## src/nn_ctrl_pkg.sv

```systemverilog
// stride 1 only, kernel modes 4x4 and 5x5; mode codes 0 and 3 are rejected by the register block
package nn_ctrl_pkg;

	localparam int DMA_W          = 16;
	localparam int BEATS_PER_WORD = 3;
	localparam int WORD_W         = DMA_W * BEATS_PER_WORD; // 48
	localparam int COL_NUM        = 6;
	localparam int IMEM_AW        = 10;
	localparam int WMEM_AW        = 7;  // 128 rows per bank
	localparam int PMEM_AW        = 8;
	localparam int CH_W           = 9;
	localparam int DIM_W          = 8;
	localparam int KSTEP_W        = 3;

	typedef enum logic [1:0] {
		PH_IDLE     = 2'd0,
		PH_LOAD_IMG = 2'd1,
		PH_COMPUTE  = 2'd2, // weights stream in while computing
		PH_DONE     = 2'd3
	} phase_e;

	typedef enum logic [1:0] {
		MODE_K4 = 2'd1,
		MODE_K5 = 2'd2
	} kmode_e;

	typedef enum logic [2:0] {
		REG_MODE      = 3'd0,
		REG_IMG_C     = 3'd1,
		REG_OUT_W     = 3'd2,
		REG_IMG_WORDS = 3'd3,
		REG_START     = 3'd4
	} cfg_reg_e;

	typedef struct packed {
		kmode_e             mode;
		logic [CH_W-1:0]    img_c;
		logic [DIM_W-1:0]   out_w;     // width and height
		logic [IMEM_AW-1:0] img_words; // count minus one
	} cfg_t;

	typedef struct packed {
		logic               en;
		logic [IMEM_AW-1:0] addr;
		logic [WORD_W-1:0]  data;
	} img_wr_t;

	typedef struct packed {
		logic [COL_NUM-1:0] en; // one-hot column
		logic [WMEM_AW-1:0] addr;
		logic [WORD_W-1:0]  data;
	} wmem_wr_t;

	typedef struct packed {
		logic               wr_en;
		logic [PMEM_AW-1:0] wr_addr;
		logic               rd_en;
		logic [PMEM_AW-1:0] rd_addr;
	} pmem_port_t;

	typedef struct packed {
		logic               shift;
		logic [KSTEP_W-1:0] wgt_shift;
		logic               step_valid;
		logic               bias_sel; // 0 bias, 1 psum
	} slide_ctrl_t;

endpackage

```

## src/conv_sequencer.sv

```systemverilog
// stride 1 only; out_w*out_w must fit one 256-entry psum bank, K is 4 or 5
module conv_sequencer import nn_ctrl_pkg::*; (
	input  logic        i_clk,
	input  logic        i_rst,
	input  cfg_t        i_cfg,
	input  logic        i_start,
	input  logic [1:0]  i_bank_full,
	output slide_ctrl_t o_slide,
	output pmem_port_t  o_pmem0,
	output pmem_port_t  o_pmem1,
	output logic        o_bank_release,
	output logic        o_layer_done
);

	typedef enum logic [1:0] {
		S_IDLE,
		S_WAIT, // for a full weight bank
		S_RUN
	} seq_e;

	seq_e               state;
	logic [KSTEP_W-1:0] k_val;
	logic [KSTEP_W-1:0] fill_cnt; // rows held in the window
	logic [KSTEP_W-1:0] step_cnt;
	logic [DIM_W-1:0]   row_cnt;
	logic [DIM_W-1:0]   col_cnt;
	logic [CH_W-1:0]    ch_cnt;
	logic [WMEM_AW-1:0] wrow;
	logic [PMEM_AW-1:0] pix_addr;
	logic               cur_bank;
	logic               is_step;
	logic               last_step;
	logic               last_row;
	logic               last_col;
	logic               last_ch;
	logic               shift_q;
	logic               step_q;
	logic [KSTEP_W-1:0] wgt_q;
	logic               acc_q;
	logic               rd_par_q;
	logic [PMEM_AW-1:0] rd_addr_q;
	logic               wr_q;
	logic               wr_bank_q;
	logic [PMEM_AW-1:0] wr_addr_q;

	assign k_val     = (i_cfg.mode == MODE_K5) ? KSTEP_W'(5) : KSTEP_W'(4);
	assign is_step   = (state == S_RUN) && (fill_cnt == k_val);
	assign last_step = (step_cnt == k_val - 1'b1);
	assign last_row  = (row_cnt == i_cfg.out_w - 1'b1);
	assign last_col  = (col_cnt == i_cfg.out_w - 1'b1);
	assign last_ch   = (ch_cnt == i_cfg.img_c - 1'b1);

	assign o_slide = '{shift: shift_q, wgt_shift: wgt_q, step_valid: step_q, bias_sel: acc_q};

	// read from bank c mod 2, write to the other one
	assign o_pmem0 = '{wr_en: wr_q & ~wr_bank_q, wr_addr: wr_addr_q,
		rd_en: acc_q & ~rd_par_q, rd_addr: rd_addr_q};
	assign o_pmem1 = '{wr_en: wr_q & wr_bank_q, wr_addr: wr_addr_q,
		rd_en: acc_q & rd_par_q, rd_addr: rd_addr_q};

	always_ff @(posedge i_clk or negedge i_rst) begin
		if (!i_rst) begin
			state          <= S_IDLE;
			fill_cnt       <= '0;
			step_cnt       <= '0;
			row_cnt        <= '0;
			col_cnt        <= '0;
			ch_cnt         <= '0;
			wrow           <= '0;
			pix_addr       <= '0;
			cur_bank       <= 1'b0;
			shift_q        <= 1'b0;
			step_q         <= 1'b0;
			wgt_q          <= '0;
			acc_q          <= 1'b0;
			rd_par_q       <= 1'b0;
			wr_q           <= 1'b0;
			wr_bank_q      <= 1'b0;
			o_bank_release <= 1'b0;
			o_layer_done   <= 1'b0;
		end else begin
			wr_q           <= step_q; // write trails its read by one cycle
			wr_bank_q      <= ~rd_par_q;
			shift_q        <= 1'b0;
			step_q         <= 1'b0;
			wgt_q          <= '0;
			acc_q          <= 1'b0;
			o_bank_release <= 1'b0;
			o_layer_done   <= 1'b0;
			case (state)
				S_IDLE: begin
					if (i_start) begin
						state    <= S_WAIT;
						fill_cnt <= '0;
						step_cnt <= '0;
						row_cnt  <= '0;
						col_cnt  <= '0;
						ch_cnt   <= '0;
						wrow     <= '0;
						pix_addr <= '0;
						cur_bank <= 1'b0;
					end
				end
				S_WAIT: begin
					if (i_bank_full[cur_bank])
						state <= S_RUN;
				end
				S_RUN: begin
					if (!is_step) begin
						shift_q  <= 1'b1;
						fill_cnt <= fill_cnt + 1'b1;
					end else begin
						step_q   <= 1'b1;
						wgt_q    <= step_cnt;
						acc_q    <= (ch_cnt != '0); // channel 0 starts from bias
						rd_par_q <= ch_cnt[0];
						step_cnt <= step_cnt + 1'b1;
						if (last_step) begin
							step_cnt <= '0;
							row_cnt  <= row_cnt + 1'b1;
							pix_addr <= pix_addr + 1'b1;
							fill_cnt <= k_val - 1'b1; // one new row before next pixel
							if (last_row) begin
								row_cnt  <= '0;
								fill_cnt <= '0;
								col_cnt  <= col_cnt + 1'b1;
								if (last_col) begin
									col_cnt  <= '0;
									pix_addr <= '0;
									ch_cnt   <= ch_cnt + 1'b1;
									wrow     <= wrow + 1'b1;
									if (last_ch || (wrow == '1)) begin
										o_bank_release <= 1'b1;
										cur_bank       <= ~cur_bank;
										wrow           <= '0;
										state          <= S_WAIT;
									end
									if (last_ch) begin
										o_layer_done <= 1'b1;
										state        <= S_IDLE;
									end
								end
							end
						end
					end
				end
				default: state <= S_IDLE;
			endcase
		end
	end

	always_ff @(posedge i_clk) begin
		wr_addr_q <= rd_addr_q;
		if (is_step)
			rd_addr_q <= pix_addr;
	end

endmodule

```

## src/dma_beat_packer.sv

```systemverilog
// beats are taken only while no packed word waits; first beat lands in bits 15:0
module dma_beat_packer import nn_ctrl_pkg::*; (
	input  logic              i_clk,
	input  logic              i_rst,
	input  logic [DMA_W-1:0]  i_beat_data,
	input  logic              i_beat_valid,
	input  logic              i_word_ready,
	output logic              o_beat_ready,
	output logic [WORD_W-1:0] o_word_data,
	output logic              o_word_valid
);

	logic [1:0] beat_cnt;
	logic       beat_fire;
	logic       last_beat;
	logic       word_valid_nxt;

	assign beat_fire = i_beat_valid & o_beat_ready;
	assign last_beat = beat_fire && (beat_cnt == 2'(BEATS_PER_WORD - 1));

	always_comb begin
		word_valid_nxt = o_word_valid;
		if (o_word_valid && i_word_ready)
			word_valid_nxt = 1'b0;
		if (last_beat)
			word_valid_nxt = 1'b1;
	end

	always_ff @(posedge i_clk or negedge i_rst) begin
		if (!i_rst) begin
			beat_cnt     <= '0;
			o_word_valid <= 1'b0;
			o_beat_ready <= 1'b0;
		end else begin
			o_word_valid <= word_valid_nxt;
			o_beat_ready <= ~word_valid_nxt; // stall while a word is held
			if (last_beat)
				beat_cnt <= '0;
			else if (beat_fire)
				beat_cnt <= beat_cnt + 2'd1;
		end
	end

	// shift in from the top
	always_ff @(posedge i_clk) begin
		if (beat_fire)
			o_word_data <= {i_beat_data, o_word_data[WORD_W-1:DMA_W]};
	end

endmodule

```

## src/layer_phase_ctrl.sv

```systemverilog
// all image words come before the first weight word; o_done is a single-cycle pulse
module layer_phase_ctrl import nn_ctrl_pkg::*; (
	input  logic              i_clk,
	input  logic              i_rst,
	input  cfg_t              i_cfg,
	input  logic              i_start,
	input  logic [WORD_W-1:0] i_word_data,
	input  logic              i_word_valid,
	input  logic              i_wgt_ready,
	input  logic              i_layer_done,
	output logic              o_word_ready,
	output logic              o_wgt_valid,
	output img_wr_t           o_img_wr,
	output phase_e            o_phase,
	output logic              o_busy,
	output logic              o_done
);

	phase_e             phase;
	logic [IMEM_AW-1:0] img_cnt;
	logic               img_fire;
	logic               img_en_q;
	logic [IMEM_AW-1:0] img_addr_q;
	logic [WORD_W-1:0]  img_data_q;

	always_comb begin
		case (phase)
			PH_LOAD_IMG: o_word_ready = 1'b1;
			PH_COMPUTE:  o_word_ready = i_wgt_ready; // weight writer decides
			default:     o_word_ready = 1'b0;
		endcase
	end

	assign o_wgt_valid = (phase == PH_COMPUTE) & i_word_valid;
	assign img_fire    = (phase == PH_LOAD_IMG) & i_word_valid;
	assign o_phase     = phase;
	assign o_busy      = (phase != PH_IDLE);
	assign o_done      = (phase == PH_DONE);
	assign o_img_wr    = '{en: img_en_q, addr: img_addr_q, data: img_data_q};

	always_ff @(posedge i_clk or negedge i_rst) begin
		if (!i_rst) begin
			phase    <= PH_IDLE;
			img_cnt  <= '0;
			img_en_q <= 1'b0;
		end else begin
			img_en_q <= img_fire;
			case (phase)
				PH_IDLE: begin
					img_cnt <= '0;
					if (i_start)
						phase <= PH_LOAD_IMG;
				end
				PH_LOAD_IMG: begin
					if (img_fire) begin
						img_cnt <= img_cnt + 1'b1;
						if (img_cnt == i_cfg.img_words)
							phase <= PH_COMPUTE;
					end
				end
				PH_COMPUTE: begin
					if (i_layer_done)
						phase <= PH_DONE;
				end
				default: phase <= PH_IDLE; // done lasts one cycle
			endcase
		end
	end

	always_ff @(posedge i_clk) begin
		if (img_fire) begin
			img_addr_q <= img_cnt;
			img_data_q <= i_word_data;
		end
	end

endmodule

```

## src/nn_cfg_regs.sv

```systemverilog
// writes are dropped while a layer runs; img_c and out_w must be programmed nonzero
module nn_cfg_regs import nn_ctrl_pkg::*; (
	input  logic        i_clk,
	input  logic        i_rst,
	input  logic        i_cfg_wr_en,
	input  cfg_reg_e    i_cfg_addr,
	input  logic [15:0] i_cfg_wdata,
	input  logic        i_busy,
	output cfg_t        o_cfg,
	output logic        o_start
);

	logic wr_ok;
	logic mode_ok;

	// o_start blocks a second start before busy rises
	assign wr_ok   = i_cfg_wr_en & ~i_busy & ~o_start;
	assign mode_ok = (i_cfg_wdata == 16'(MODE_K4)) || (i_cfg_wdata == 16'(MODE_K5));

	always_ff @(posedge i_clk or negedge i_rst) begin
		if (!i_rst) begin
			o_cfg.mode      <= MODE_K4;
			o_cfg.img_c     <= '0;
			o_cfg.out_w     <= '0;
			o_cfg.img_words <= '0;
			o_start         <= 1'b0;
		end else begin
			o_start <= wr_ok && (i_cfg_addr == REG_START);
			if (wr_ok) begin
				case (i_cfg_addr)
					REG_MODE: begin
						if (mode_ok)
							o_cfg.mode <= kmode_e'(i_cfg_wdata[1:0]);
					end
					REG_IMG_C: begin
						o_cfg.img_c <= i_cfg_wdata[CH_W-1:0];
					end
					REG_OUT_W: begin
						o_cfg.out_w <= i_cfg_wdata[DIM_W-1:0];
					end
					REG_IMG_WORDS: begin
						o_cfg.img_words <= i_cfg_wdata[IMEM_AW-1:0];
					end
					default: ; // start handled above
				endcase
			end
		end
	end

endmodule

```

## src/nn_ctrl_top.sv

```systemverilog
// control unit only; image, weight and psum memories and the PE array sit outside
module nn_ctrl_top import nn_ctrl_pkg::*; (
	input  logic             i_clk,
	input  logic             i_rst,
	input  logic             i_cfg_wr_en,
	input  cfg_reg_e         i_cfg_addr,
	input  logic [15:0]      i_cfg_wdata,
	input  logic [DMA_W-1:0] i_dma_data,
	input  logic             i_dma_valid,
	output logic             o_dma_ready,
	output img_wr_t          o_img_wr,
	output wmem_wr_t         o_wmem_wr,
	output slide_ctrl_t      o_slide,
	output pmem_port_t       o_pmem0,
	output pmem_port_t       o_pmem1,
	output logic             o_busy,
	output logic             o_done
);

	cfg_t              cfg;
	logic              start;
	logic [WORD_W-1:0] word_data;
	logic              word_valid;
	logic              word_ready;
	logic              wgt_valid;
	logic              wgt_ready;
	logic [1:0]        bank_full;
	logic              bank_release;
	logic              layer_done;

	nn_cfg_regs u_nn_cfg_regs (
		.i_clk       (i_clk),
		.i_rst       (i_rst),
		.i_cfg_wr_en (i_cfg_wr_en),
		.i_cfg_addr  (i_cfg_addr),
		.i_cfg_wdata (i_cfg_wdata),
		.i_busy      (o_busy),
		.o_cfg       (cfg),
		.o_start     (start)
	);

	dma_beat_packer u_dma_beat_packer (
		.i_clk        (i_clk),
		.i_rst        (i_rst),
		.i_beat_data  (i_dma_data),
		.i_beat_valid (i_dma_valid),
		.i_word_ready (word_ready),
		.o_beat_ready (o_dma_ready),
		.o_word_data  (word_data),
		.o_word_valid (word_valid)
	);

	layer_phase_ctrl u_layer_phase_ctrl (
		.i_clk        (i_clk),
		.i_rst        (i_rst),
		.i_cfg        (cfg),
		.i_start      (start),
		.i_word_data  (word_data),
		.i_word_valid (word_valid),
		.i_wgt_ready  (wgt_ready),
		.i_layer_done (layer_done),
		.o_word_ready (word_ready),
		.o_wgt_valid  (wgt_valid),
		.o_img_wr     (o_img_wr),
		.o_phase      (),
		.o_busy       (o_busy),
		.o_done       (o_done)
	);

	wmem_pingpong_writer u_wmem_pingpong_writer (
		.i_clk          (i_clk),
		.i_rst          (i_rst),
		.i_cfg          (cfg),
		.i_start        (start),
		.i_word_data    (word_data),
		.i_word_valid   (wgt_valid),
		.i_bank_release (bank_release),
		.o_word_ready   (wgt_ready),
		.o_wmem_wr      (o_wmem_wr),
		.o_bank_full    (bank_full),
		.o_wr_bank      ()
	);

	conv_sequencer u_conv_sequencer (
		.i_clk          (i_clk),
		.i_rst          (i_rst),
		.i_cfg          (cfg),
		.i_start        (start),
		.i_bank_full    (bank_full),
		.o_slide        (o_slide),
		.o_pmem0        (o_pmem0),
		.o_pmem1        (o_pmem1),
		.o_bank_release (bank_release),
		.o_layer_done   (layer_done)
	);

endmodule

```

## src/wmem_pingpong_writer.sv

```systemverilog
// one weight row (six column words) per input channel; banks are consumed in fill order
module wmem_pingpong_writer import nn_ctrl_pkg::*; (
	input  logic              i_clk,
	input  logic              i_rst,
	input  cfg_t              i_cfg,
	input  logic              i_start,
	input  logic [WORD_W-1:0] i_word_data,
	input  logic              i_word_valid,
	input  logic              i_bank_release,
	output logic              o_word_ready,
	output wmem_wr_t          o_wmem_wr,
	output logic [1:0]        o_bank_full,
	output logic              o_wr_bank
);

	logic [COL_NUM-1:0] col_oh;
	logic [WMEM_AW-1:0] row_addr;
	logic [CH_W-1:0]    rows_done;
	logic               rd_bank;   // next bank the sequencer frees
	logic               all_written;
	logic               word_fire;
	logic               row_end;
	logic               bank_end;
	logic [1:0]         set_full;
	logic [1:0]         clr_full;
	logic [COL_NUM-1:0] wr_en_q;
	logic [WMEM_AW-1:0] wr_addr_q;
	logic [WORD_W-1:0]  wr_data_q;

	assign all_written  = (rows_done == i_cfg.img_c);
	assign o_word_ready = ~o_bank_full[o_wr_bank] & ~all_written;
	assign word_fire    = i_word_valid & o_word_ready;
	assign row_end      = word_fire & col_oh[COL_NUM-1];
	assign bank_end     = row_end & ((row_addr == '1) || (rows_done + 1'b1 == i_cfg.img_c));

	assign set_full = bank_end ? (2'b01 << o_wr_bank) : 2'b00;
	assign clr_full = i_bank_release ? (2'b01 << rd_bank) : 2'b00;

	assign o_wmem_wr = '{en: wr_en_q, addr: wr_addr_q, data: wr_data_q};

	always_ff @(posedge i_clk or negedge i_rst) begin
		if (!i_rst) begin
			col_oh      <= COL_NUM'(1);
			row_addr    <= '0;
			rows_done   <= '0;
			o_bank_full <= '0;
			o_wr_bank   <= 1'b0;
			rd_bank     <= 1'b0;
			wr_en_q     <= '0;
		end else if (i_start) begin
			col_oh      <= COL_NUM'(1);
			row_addr    <= '0;
			rows_done   <= '0;
			o_bank_full <= '0;
			o_wr_bank   <= 1'b0;
			rd_bank     <= 1'b0;
			wr_en_q     <= '0;
		end else begin
			wr_en_q     <= word_fire ? col_oh : '0;
			o_bank_full <= (o_bank_full | set_full) & ~clr_full;
			if (i_bank_release)
				rd_bank <= ~rd_bank;
			if (word_fire)
				col_oh <= {col_oh[COL_NUM-2:0], col_oh[COL_NUM-1]};
			if (row_end) begin
				rows_done <= rows_done + 1'b1;
				row_addr  <= row_addr + 1'b1;
			end
			if (bank_end) begin
				row_addr  <= '0;
				o_wr_bank <= ~o_wr_bank; // swap to the other bank
			end
		end
	end

	always_ff @(posedge i_clk) begin
		if (word_fire) begin
			wr_addr_q <= row_addr;
			wr_data_q <= i_word_data;
		end
	end

endmodule

```

## config.mk

```make
export PLATFORM = sky130hd
export DESIGN_NAME = nn_ctrl_top
export DESIGN_NICKNAME = d
export VERILOG_FILES = /design/src/nn_ctrl_pkg.sv /design/src/conv_sequencer.sv /design/src/dma_beat_packer.sv /design/src/layer_phase_ctrl.sv /design/src/nn_cfg_regs.sv /design/src/nn_ctrl_top.sv /design/src/wmem_pingpong_writer.sv
export SDC_FILE = /design/constraint.sdc
export NUM_CORES = 1
export LEC_CHECK = 0
export BUFFER_PORTS_ARGS = -buffer_cell sky130_fd_sc_hd__buf_4
export CORE_UTILIZATION = 36
export CTS_BUF_LIST = sky130_fd_sc_hd__clkbuf_4 sky130_fd_sc_hd__clkbuf_8 sky130_fd_sc_hd__clkbuf_16
export CTS_CLUSTER_SIZE = 8
export DETAILED_ROUTE_END_ITERATION = 16
export GPL_TIMING_DRIVEN = 0
export SETUP_SLACK_MARGIN = 0.2
export SLEW_MARGIN = 10
export SYNTH_ARGS = -nofsm -noshare
export SYNTH_HDL_FRONTEND = slang
export SYNTH_SLANG_ARGS = --single-unit
export TNS_END_PERCENT = 10
```

## constraint.sdc

```tcl
create_clock -name i_clk -period 7.45 [get_ports i_clk]
set_input_delay 1.49 -clock i_clk [delete_from_list [all_inputs] [get_ports i_clk]]
set_output_delay 1.49 -clock i_clk [all_outputs]
set_load 0.01 [all_outputs]
```

==> results_dict.tcl, run 1 <==
set metrics [dict create \
    via_per_inst 5.019 \
    cts_root_buffer "clkbuf_16" \
    syn_avg_cell_area_sq_um 13.34 \
    relSlewSlack_pct 39.96 \
    wl_per_cell_microns 17.26 \
    grt_pass1_vias 8234 \
    r2r_start "u_nn_cfg_regs.o_cfg[27]" \
    syn2layout_area_growth_pct 27.52 \
    ys.flop_type "edfxtp_1" \
    start_util_pct 36.54 \
    wirelength_microns 29550 \
    clockPowerShare_pct 36.8 \
    ant_nets 0 \
    fmax_mhz 249.4 \
    track_usage_pct 15.91 \
    clk_path_buf_depth 3 \
    critPathSlowestCell "a21oi_1" \
    p_per_area_nw_per_um2 312.1 \
    p_int_uw 3770 \
    peakVddDrop_mv 0.2454 \
    place_congestion 0.8374 \
    crit_chain "nand2b_1 -> xnor2_1 -> nor2_1 -> nand2_1 -> clkinv_1 -> a21oi_1 -> clkbuf_1 -> clkbuf_1 -> nor2_1 -> nor2_1" \
    cp.arrival_ps 4490 \
    grt_max_degree 100 \
    antenna_found_initial 0 \
    combinationalPowerShare_pct 18.7 \
    yosysSeqAreaShare_pct 67.06 \
    tns_ps 0 \
    first_iter_violations 513 \
    total_leakage_power_uw 0.006787 \
    p_switching_uw 1403 \
    worstHoldStart "u_conv_sequencer.step_q" \
    dieArea_sq_um 36870 \
    core_area_sq_um 35570 \
    pwr-share-seq_pct 44.5 \
    clk_pin_slew_ps 50 \
    maxSlewViolCount 0 \
    n_antenna_cell 0 \
    dp_hpwl_microns 20370 \
    syn_inst 974 \
    place_area_sq_um 15230 \
    cap_violations 0 \
    dr_total_vias 8592 \
    finalCritPeriodShare_pct 53.83 \
    drive_gt1_share_pct 27.82 \
    pin_count 204 \
    worstPathRequired_ps 7930 \
    yosysWarnings 0 \
    synth_cell_types 67 \
    cp_top_family "buffers and inverters" \
    fp-row-count 69 \
    worstPathBufferInverterCount 3 \
    postCtsSetupBuffers 0 \
    hold_class "reg -> reg" \
    io_buffer_count 203 \
    switching_share_pct 27.12 \
    drc_errors 0 \
    status "completed" \
    final-setup-viol-count 0 \
    grt.overflow.total 0 \
    critical-path-max-stage-delay_ps 850 \
    post-route-cell-area_sq_um 16570 \
    h-tree-depth 2 \
    ys_async_sr_fraction_pct 43.99 \
    start_kind "flop" \
    criticalPathCategory "reg -> reg" \
    fin_skew_ps 26.60 \
    crit_start "u_nn_cfg_regs.o_cfg[27]" \
    drt_first_pass_iters 5 \
    synth_nets 1030 \
    grt_pass1_wl_microns 45630 \
    clock_latency_ps 550 \
    tritoncts "done" \
    hold_violations 0 \
    die_h_microns 192.0 \
    rsz0062_at_grt "no" \
    cts_made_buffers 45 \
    finalCriticalPeriod_ps 4010 \
    tightest_slew_ps 900.6 \
    syn_area_sq_um 13000 \
    synth-seq-cells 316 \
    crit_top_cell "nor2_1" \
    path_max_fanout 17 \
    clkSinkCount 316 \
    die_w_microns 192.0 \
    endpoint_kind "flop" \
    synth_edf_count 169 \
    cts.repair.resized 0 \
    nets 1286 \
    hold_buffers 0 \
]
## final timing paths
kind	slack (ps)	depth (start not counted)	to
min in group asynchronous	820	1	u_conv_sequencer.pix_addr[7]
worst min register to register	380	0	u_conv_sequencer.wr_q
max in group asynchronous	5770	2	u_wmem_pingpong_writer.rows_done[5]
worst max-delay path	3440	10	u_conv_sequencer.row_cnt[6]
worst min-delay path	380	0	u_conv_sequencer.wr_q
worst max register to register	3440	10	u_conv_sequencer.row_cnt[6]
## power groups by stage
stage          sequential (uW)  combinational, uW  clock [uW]
6_report                  2300                965        1900
5_1_grt                   2330               1070        2040
4_1_cts                   2310                979        1960
3_5_place_dp              2340                975           0
3_3_place_gp              2340                931           0
2_1_floorplan             2330                617           0
## cell families (layout without fill, tap and decap cells)
family	count (synthesis)	count (layout)	share of synthesized area [%]
multiplexers	43	43	3.600
flip-flops	316	316	67.06
buffers and inverters	80	357	3.080
AND/OR/NAND/NOR	303	303	12.28
adder cells (fa/ha/maj)	17	17	1.636
AO/OA/AOI/OAI	142	142	7.095
XOR/XNOR	73	73	5.246
## synth_stat cells, types with 15 or more instances
library cell	n	share of area, %
xor2_1	34	2.3
edfxtp_1	169	39
buf_4	21	1.2
o21ai_0	38	1.5
nor3_1	19	0.73
nand2_1	66	1.9
ha_1	17	1.6
o31ai_1	17	0.98
a21oi_1	27	1.0
nor2_1	62	1.8
nand3_1	32	1.2
clkbuf_1	20	0.58
inv_1	28	0.81
xnor2_1	36	2.4
mux2_2	30	2.6
nand4_1	20	0.96
dfrtp_1	137	26
nor4_1	15	0.72
## per-stage QoR
step | cells | util [%] | power, uW | worst slack (ps) | hold slack (ps)
2_1_floorplan | 974 | - | 2944 | 2496 | 354.8
3_3_place_gp | 1638 | 42.45 | 3274 | 66.85 | 363.9
3_5_place_dp | 1644 | 42.83 | 3313 | 3492 | 379.0
4_1_cts | 1712 | 46.60 | 5245 | 3406 | 389.9
5_1_grt | 1712 | 46.60 | 5442 | 3180 | 394.2
6_report | 1712 | 46.60 | 5173 | 3440 | 382.0
## cells in the final DEF, fill, tap and decap left out, types with 9 or more instances in the layout
cell type  instances
clkbuf_1          20
mux2_2            30
nand4_1           20
nor2_1            62
nand2b_1          10
o21ai_0           38
inv_1             26
nand3_1           32
nor4_1            15
xnor2_1           36
clkbuf_4          19
nand2_1           66
mux2i_1           13
edfxtp_1         169
nor3_1            19
or4_1              9
nor2b_1           12
o31ai_1           17
and2_1            14
a21oi_1           27
clkbuf_16         45
dfrtp_1          137
ha_1              17
buf_4            223
and3_1            14
xor2_1            34
## final cells by class
cell class	instances	area (sq um)
flip-flops and latches	316	8716
clock inverters	4	71.32
fillers	3196	18990
plain buffers	51	291.5
well taps	461	576.8
inverters	29	111.4
clock buffers	64	1269
repair buffers	209	1647
multi-input cells	578	3892
## metal layers
| layer | track usage (%) | routed length [microns] | share of wire (%) | up-vias |
|---|---|---|---|---|
| met4 | 4.997 | 611 | 2.1 | 0 |
| met5 | 0 | 0 | 0 | - |
| met2 | 25.92 | 13900 | 47 | 298 |
| met1 | 21.58 | 13250 | 45 | 4187 |
| met3 | 2.759 | 1785 | 6.0 | 43 |
| li1 | - | - | - | 4064 |
## flip-flops by register name (all words and copies together), names as in the netlist, 7 cells and up
name                              flops
u_wmem_pingpong_writer.wr_addr_q      7
u_conv_sequencer.rd_addr_q            8
u_conv_sequencer.col_cnt              8
u_conv_sequencer.wrow                 7
u_conv_sequencer.ch_cnt               9
u_conv_sequencer.row_cnt              8
u_nn_cfg_regs.o_cfg                  29
u_conv_sequencer.wr_addr_q            8
u_dma_beat_packer.o_word_data        48
u_layer_phase_ctrl.img_cnt           10
u_wmem_pingpong_writer.wr_data_q     48
u_wmem_pingpong_writer.rows_done      9
u_wmem_pingpong_writer.row_addr       7
u_layer_phase_ctrl.img_addr_q        10
u_layer_phase_ctrl.img_data_q        48
u_conv_sequencer.pix_addr             8
No activity file was read; power rests on OpenSTA's default activity.
==> run 2, diff against run 1 <==
==> constraint.sdc (replaced) <==
create_clock -name i_clk -period 3.3 [get_ports i_clk]
set_input_delay 0.66 -clock i_clk [delete_from_list [all_inputs] [get_ports i_clk]]
set_output_delay 0.66 -clock i_clk [all_outputs]
set_load 0.01 [all_outputs]
==> results_dict.tcl, run 2 (synthesized netlist as in run 1, its figures left out) <==
set metrics [dict create \
    status "completed" \
    fin_skew_ps 29.75 \
    tightest_slew_ps 858.2 \
    core_area_sq_um 35570 \
    layout_common_cells "buf_4, edfxtp_1, dfrtp_1" \
    crit_top_cell "xor2_1" \
    nets 1286 \
    drt_first_pass_iters 5 \
    post-place-ws_ps -634.7 \
    relSlewSlack_pct 42.79 \
    hold_violations 0 \
    worstPathRequired_ps 3710 \
    use_met1_pct 21.43 \
    clkSinkCount 316 \
    ant_nets 0 \
    cts_root_buffer "clkbuf_16" \
    wirelength_microns 29330 \
    die_h_microns 192.0 \
    hold_buffers 0 \
    io_buffer_count 203 \
    critPathSlowestCell "a311oi_4" \
    path_max_fanout 13 \
    criticalPathCategory "reg -> reg" \
    dp_hpwl_microns 20100 \
    fp-row-count 69 \
    cap_violations 0 \
    whs_ps 23.98 \
    syn2layout_area_growth_pct 28.91 \
    drive_gt1_share_pct 29.90 \
    worstReg2RegEnd "u_wmem_pingpong_writer.rows_done[8]" \
    maxSlewViolCount 0 \
    grt.overflow.total 0 \
    start_util_pct 36.54 \
    reg2regPathDepth 8 \
    die_w_microns 192.0 \
    track_usage_pct 15.90 \
    critical-path-max-stage-delay_ps 720 \
    total_leakage_power_uw 0.006905 \
    clock_latency_ps 550 \
    antenna_found_initial 1 \
    crit_chain "clkbuf_1 -> xor2_1 -> nor4_1 -> a311oi_4 -> nand2_1 -> or4_1 -> xor2_1 -> nor2_1" \
    busiest_layer "met2" \
    place_congestion 0.8235 \
    hold_class "in -> async" \
    pin_count 204 \
    cts_made_buffers 45 \
    final-setup-viol-count 0 \
    power.total_uw 11870 \
    grt_max_degree 88 \
    dieArea_sq_um 36870 \
    clk_path_buf_depth 3 \
    clk_pin_slew_ps 50 \
    start_kind "flop" \
    wl_per_cell_microns 17.03 \
    r2r_start "u_wmem_pingpong_writer.rows_done[2]" \
    dp.cells 1644 \
    cp.arrival_ps 3300 \
    grt_pass1_vias 8327 \
    finalCritPeriodShare_pct 87.52 \
    tritoncts "done" \
    fmax_mhz 346.3 \
    setup_slack_ps 412.0 \
    crit_start "u_wmem_pingpong_writer.rows_done[2]" \
    dr_total_vias 8604 \
    postCtsSetupBuffers 0 \
    finalNonFillerCells 1722 \
    reg_top3 "u_dma_beat_packer.o_word_data: 48 flops, u_layer_phase_ctrl.img_data_q: 48 flops, u_wmem_pingpong_writer.wr_data_q: 48 flops" \
    first_iter_violations 489 \
    fillers 3199 \
    grt_pass1_wl_microns 45970 \
    peakVddDrop_mv 0.5016 \
    drc_errors 0 \
    use_met2_pct 25.74 \
    via_per_inst 4.997 \
    finalCriticalPeriod_ps 2888 \
    n_antenna_cell 0 \
    r2r_setup_slack_ps 410 \
    p_per_area_nw_per_um2 708.5 \
    rsz0062_at_grt "yes" \
    final_common_cell "buf_4" \
    h-tree-depth 2 \
    endpoint_kind "flop" \
    use_met3_pct 3.545 \
]
==> run 2: worst max-delay path by stage <==
| stage | slack (ps) | end | depth (start not counted) |
|---|---|---|---|
| 6_report | 410 | u_wmem_pingpong_writer.rows_done[8] | 8 |
| 3_3_place_gp | -2120 | u_wmem_pingpong_writer.rows_done[8] | 7 |
| 5_1_grt | 180 | u_conv_sequencer.cur_bank | 11 |
| 2_1_floorplan | -500 | u_wmem_pingpong_writer.rows_done[7] | 8 |
| 4_1_cts | 140 | u_conv_sequencer.row_cnt[0] | 10 |
| 3_5_place_dp | -630 | u_conv_sequencer.row_cnt[6] | 10 |
==> run 2: final cells by class <==
cell class	instances	area, sq um	share of cell area [%]
Buffer	51	316.6	1.889
Clock buffer	75	1358	8.102
Clock inverter	3	58.81	0.3510
Inverter	29	112.6	0.6721
Multi-Input combinational cell	578	3985	23.78
Sequential cell	316	8716	52.02
Tap cell	461	576.8	3.443
Timing Repair Buffer	209	1632	9.738
==> run 2: power by group <==
group	internal, uW	switching (uW)
combinational	1030	1180
clock	2810	1650
sequential	4830	376
total	8670	3200
==> run 2: critical path: cells and delay by family (launching register included) <==
| kind | cells | cell delay (ps) |
|---|---|---|
| compound gates | 1 | 720 |
| flops | 1 | 320 |
| buf+inv | 1 | 340 |
| simple gates | 4 | 1020 |
| xor+xnor | 2 | 340 |
==> run 2: layer usage <==
metal	share of wire, %	vias to the layer above
met2	47	275
met1	45	4220
li1	-	4070
met5	0	-
met3	6.6	39
met4	1.7	0
==> run 2: per-stage QoR <==
| stage | instance area, sq um | setup TNS (ps) | utilization [%] |
|---|---|---|---|
| after floorplan | 13080 | -5634 | - |
| after global routing | 16750 | 0 | 47.11 |
| final | 16750 | 0 | 47.11 |
| after detailed placement | 15290 | -10480 | 42.99 |
| after CTS | 16720 | 0 | 47.02 |
| after global placement | 15180 | -104760 | 42.68 |
==> run 2: what timing repair did <==
item / CTS / global route
pin swaps: 0 / 0
endpoints found under the setup margin: 40 / 42
gates resized for setup: 6 / 12
==> run 3, diff against run 2 <==
--- a/config.mk
+++ b/config.mk
@@ -6,11 +6,12 @@
 export NUM_CORES = 1
 export LEC_CHECK = 0
 export BUFFER_PORTS_ARGS = -buffer_cell sky130_fd_sc_hd__buf_4
-export CORE_UTILIZATION = 36
+export CORE_UTILIZATION = 50
 export CTS_BUF_LIST = sky130_fd_sc_hd__clkbuf_4 sky130_fd_sc_hd__clkbuf_8 sky130_fd_sc_hd__clkbuf_16
 export CTS_CLUSTER_SIZE = 8
 export DETAILED_ROUTE_END_ITERATION = 16
 export GPL_TIMING_DRIVEN = 0
+export PLACE_DENSITY = 0.75
 export SETUP_SLACK_MARGIN = 0.2
 export SLEW_MARGIN = 10
 export SYNTH_ARGS = -nofsm -noshare
==> results_dict.tcl, run 3 (synthesized netlist as in run 1, its figures left out) <==
set metrics [dict create \
    grt.overflow.total 0 \
    grt_pass1_wl_microns 45610 \
    total_leakage_power_uw 0.006930 \
    regArea_sq_um 8716 \
    criticalPathCategory "reg -> reg" \
    final-setup-viol-count 0 \
    dr_total_vias 8706 \
    tritoncts "done" \
    cts_made_buffers 45 \
    dp.cells 1514 \
    fin_skew_ps 11.94 \
    n_antenna_cell 0 \
    met3_length_microns 1827 \
    relSlewSlack_pct 47.37 \
    antenna_found_initial 0 \
    wirelength_microns 28660 \
    clk_pin_slew_ps 50 \
    maxSlewViolCount 0 \
    power.total_uw 12000 \
    wl_per_cell_microns 17.98 \
    clk_path_buf_depth 3 \
    hold_violations 0 \
    endpoint_kind "flop" \
    layout_common_cells "buf_4, edfxtp_1, dfrtp_1" \
    critPathSlowestCell "or3_1" \
    fp-row-count 58 \
    status "completed" \
    worstPathBufferInverterCount 3 \
    drive_gt1_share_pct 29.98 \
    die_h_microns 163.2 \
    place_congestion 0.8437 \
    drt_first_pass_iters 5 \
    start_kind "flop" \
    start_util_pct 51.32 \
    finalCriticalPeriod_ps 3011 \
    p_per_area_nw_per_um2 721.4 \
    dp_hpwl_microns 19350 \
    highest_layer "met4" \
    finalNonFillerCells 1594 \
    final_util_pct 65.68 \
    nets 1287 \
    h-tree-depth 2 \
    crit_chain "clkbuf_1 -> or3_1 -> nor3_1 -> xnor3_1 -> nor4b_4 -> a31oi_1 -> buf_6 -> nor2_1 -> buf_2 -> o2bb2ai_1" \
    rsz0062_at_grt "yes" \
    core_area_sq_um 25330 \
    via_per_inst 5.462 \
    clock_latency_ps 540 \
    cp_top_family "simple AND/OR/NAND/NOR gates" \
    wl_met1_microns 12350 \
    dieArea_sq_um 26640 \
    multi_input_area_sq_um 3980 \
    final_common_cell "buf_4" \
    path_max_fanout 10 \
    pin_count 204 \
    wl_met2_microns 13820 \
    peakVddDrop_mv 0.5397 \
    reg_top3 "u_dma_beat_packer.o_word_data: 48 flops, u_layer_phase_ctrl.img_data_q: 48 flops, u_wmem_pingpong_writer.wr_data_q: 48 flops" \
    grt_pass1_vias 8496 \
    tightest_slew_ps 789.5 \
    syn2layout_area_growth_pct 27.97 \
    track_usage_pct 21.90 \
    first_iter_violations 716 \
    tns_ps 0 \
    worstPathRequired_ps 3760 \
    fillers 1833 \
    hold_class "in -> async" \
    grt_max_degree 90 \
    io_buffer_count 203 \
    die_w_microns 163.2 \
    critical-path-max-stage-delay_ps 460 \
    cp.arrival_ps 3480 \
    finalCritPeriodShare_pct 91.26 \
    drc_errors 0 \
    cts_root_buffer "clkbuf_16" \
    clkSinkCount 316 \
    cap_violations 0 \
    fmax_mhz 332.1 \
    ant_nets 0 \
]
-- run 3: area by class of cell --
type / instances / area share (%)
flip-flops and latches: 316 / 52.40
multi-input cells: 578 / 23.93
repair buffers: 210 / 9.899
clock buffers: 76 / 8.169
well taps: 330 / 2.482
plain buffers: 51 / 1.903
inverters: 29 / 0.6770
clock inverters: 4 / 0.5416
-- run 3: worst paths after layout --
check                                   startpoint  cells after the start  slack, ps                           endpoint
setup / recovery           u_nn_cfg_regs.o_cfg[12]                     10        290           u_conv_sequencer.wrow[6]
hold / removal                               i_rst                      1         70       u_conv_sequencer.pix_addr[6]
setup reg to reg           u_nn_cfg_regs.o_cfg[12]                     10        290           u_conv_sequencer.wrow[6]
hold reg to reg            u_conv_sequencer.step_q                      0        380              u_conv_sequencer.wr_q
max in group asynchronous                    i_rst                      2       2420      u_layer_phase_ctrl.img_cnt[5]
min in group i_clk                   i_dma_data[4]                      1        300  u_dma_beat_packer.o_word_data[36]
-- run 3: repair_timing --
item | 4_1_cts | 5_1_grt
gates cloned | 0 | 0
resized for setup | 7 | 8
buffers inserted | 0 | 0
hold buffers | 0 | 0
setup endpoints to repair | 39 | 39
-- run 3: stage by stage --
stage          area [sq um]  setup slack [ps]  hold slack (ps)
2_1_floorplan         13080            -502.1            354.8
3_3_place_gp          15020             -1978            361.7
3_5_place_dp          15140            -511.6            368.4
4_1_cts               16610             203.6            70.77
5_1_grt               16630             84.74            99.06
6_report              16630             288.5            66.52
-- run 3: report_power, final --
part / switching, uW / internal [uW] / leakage, uW
Combinational: 1180 / 1040 / 0.00270
Clock: 1680 / 2900 / 0.000741
Sequential: 371 / 4830 / 0.00349
Total: 3230 / 8770 / 0.00693
-- run 3: routing by layer --
metal,vias to the layer above,global-route usage [%]
li1,4062,-
met1,4277,29.60
met2,317,35.81
met3,50,4.038
met4,0,7.009
met5,-,0
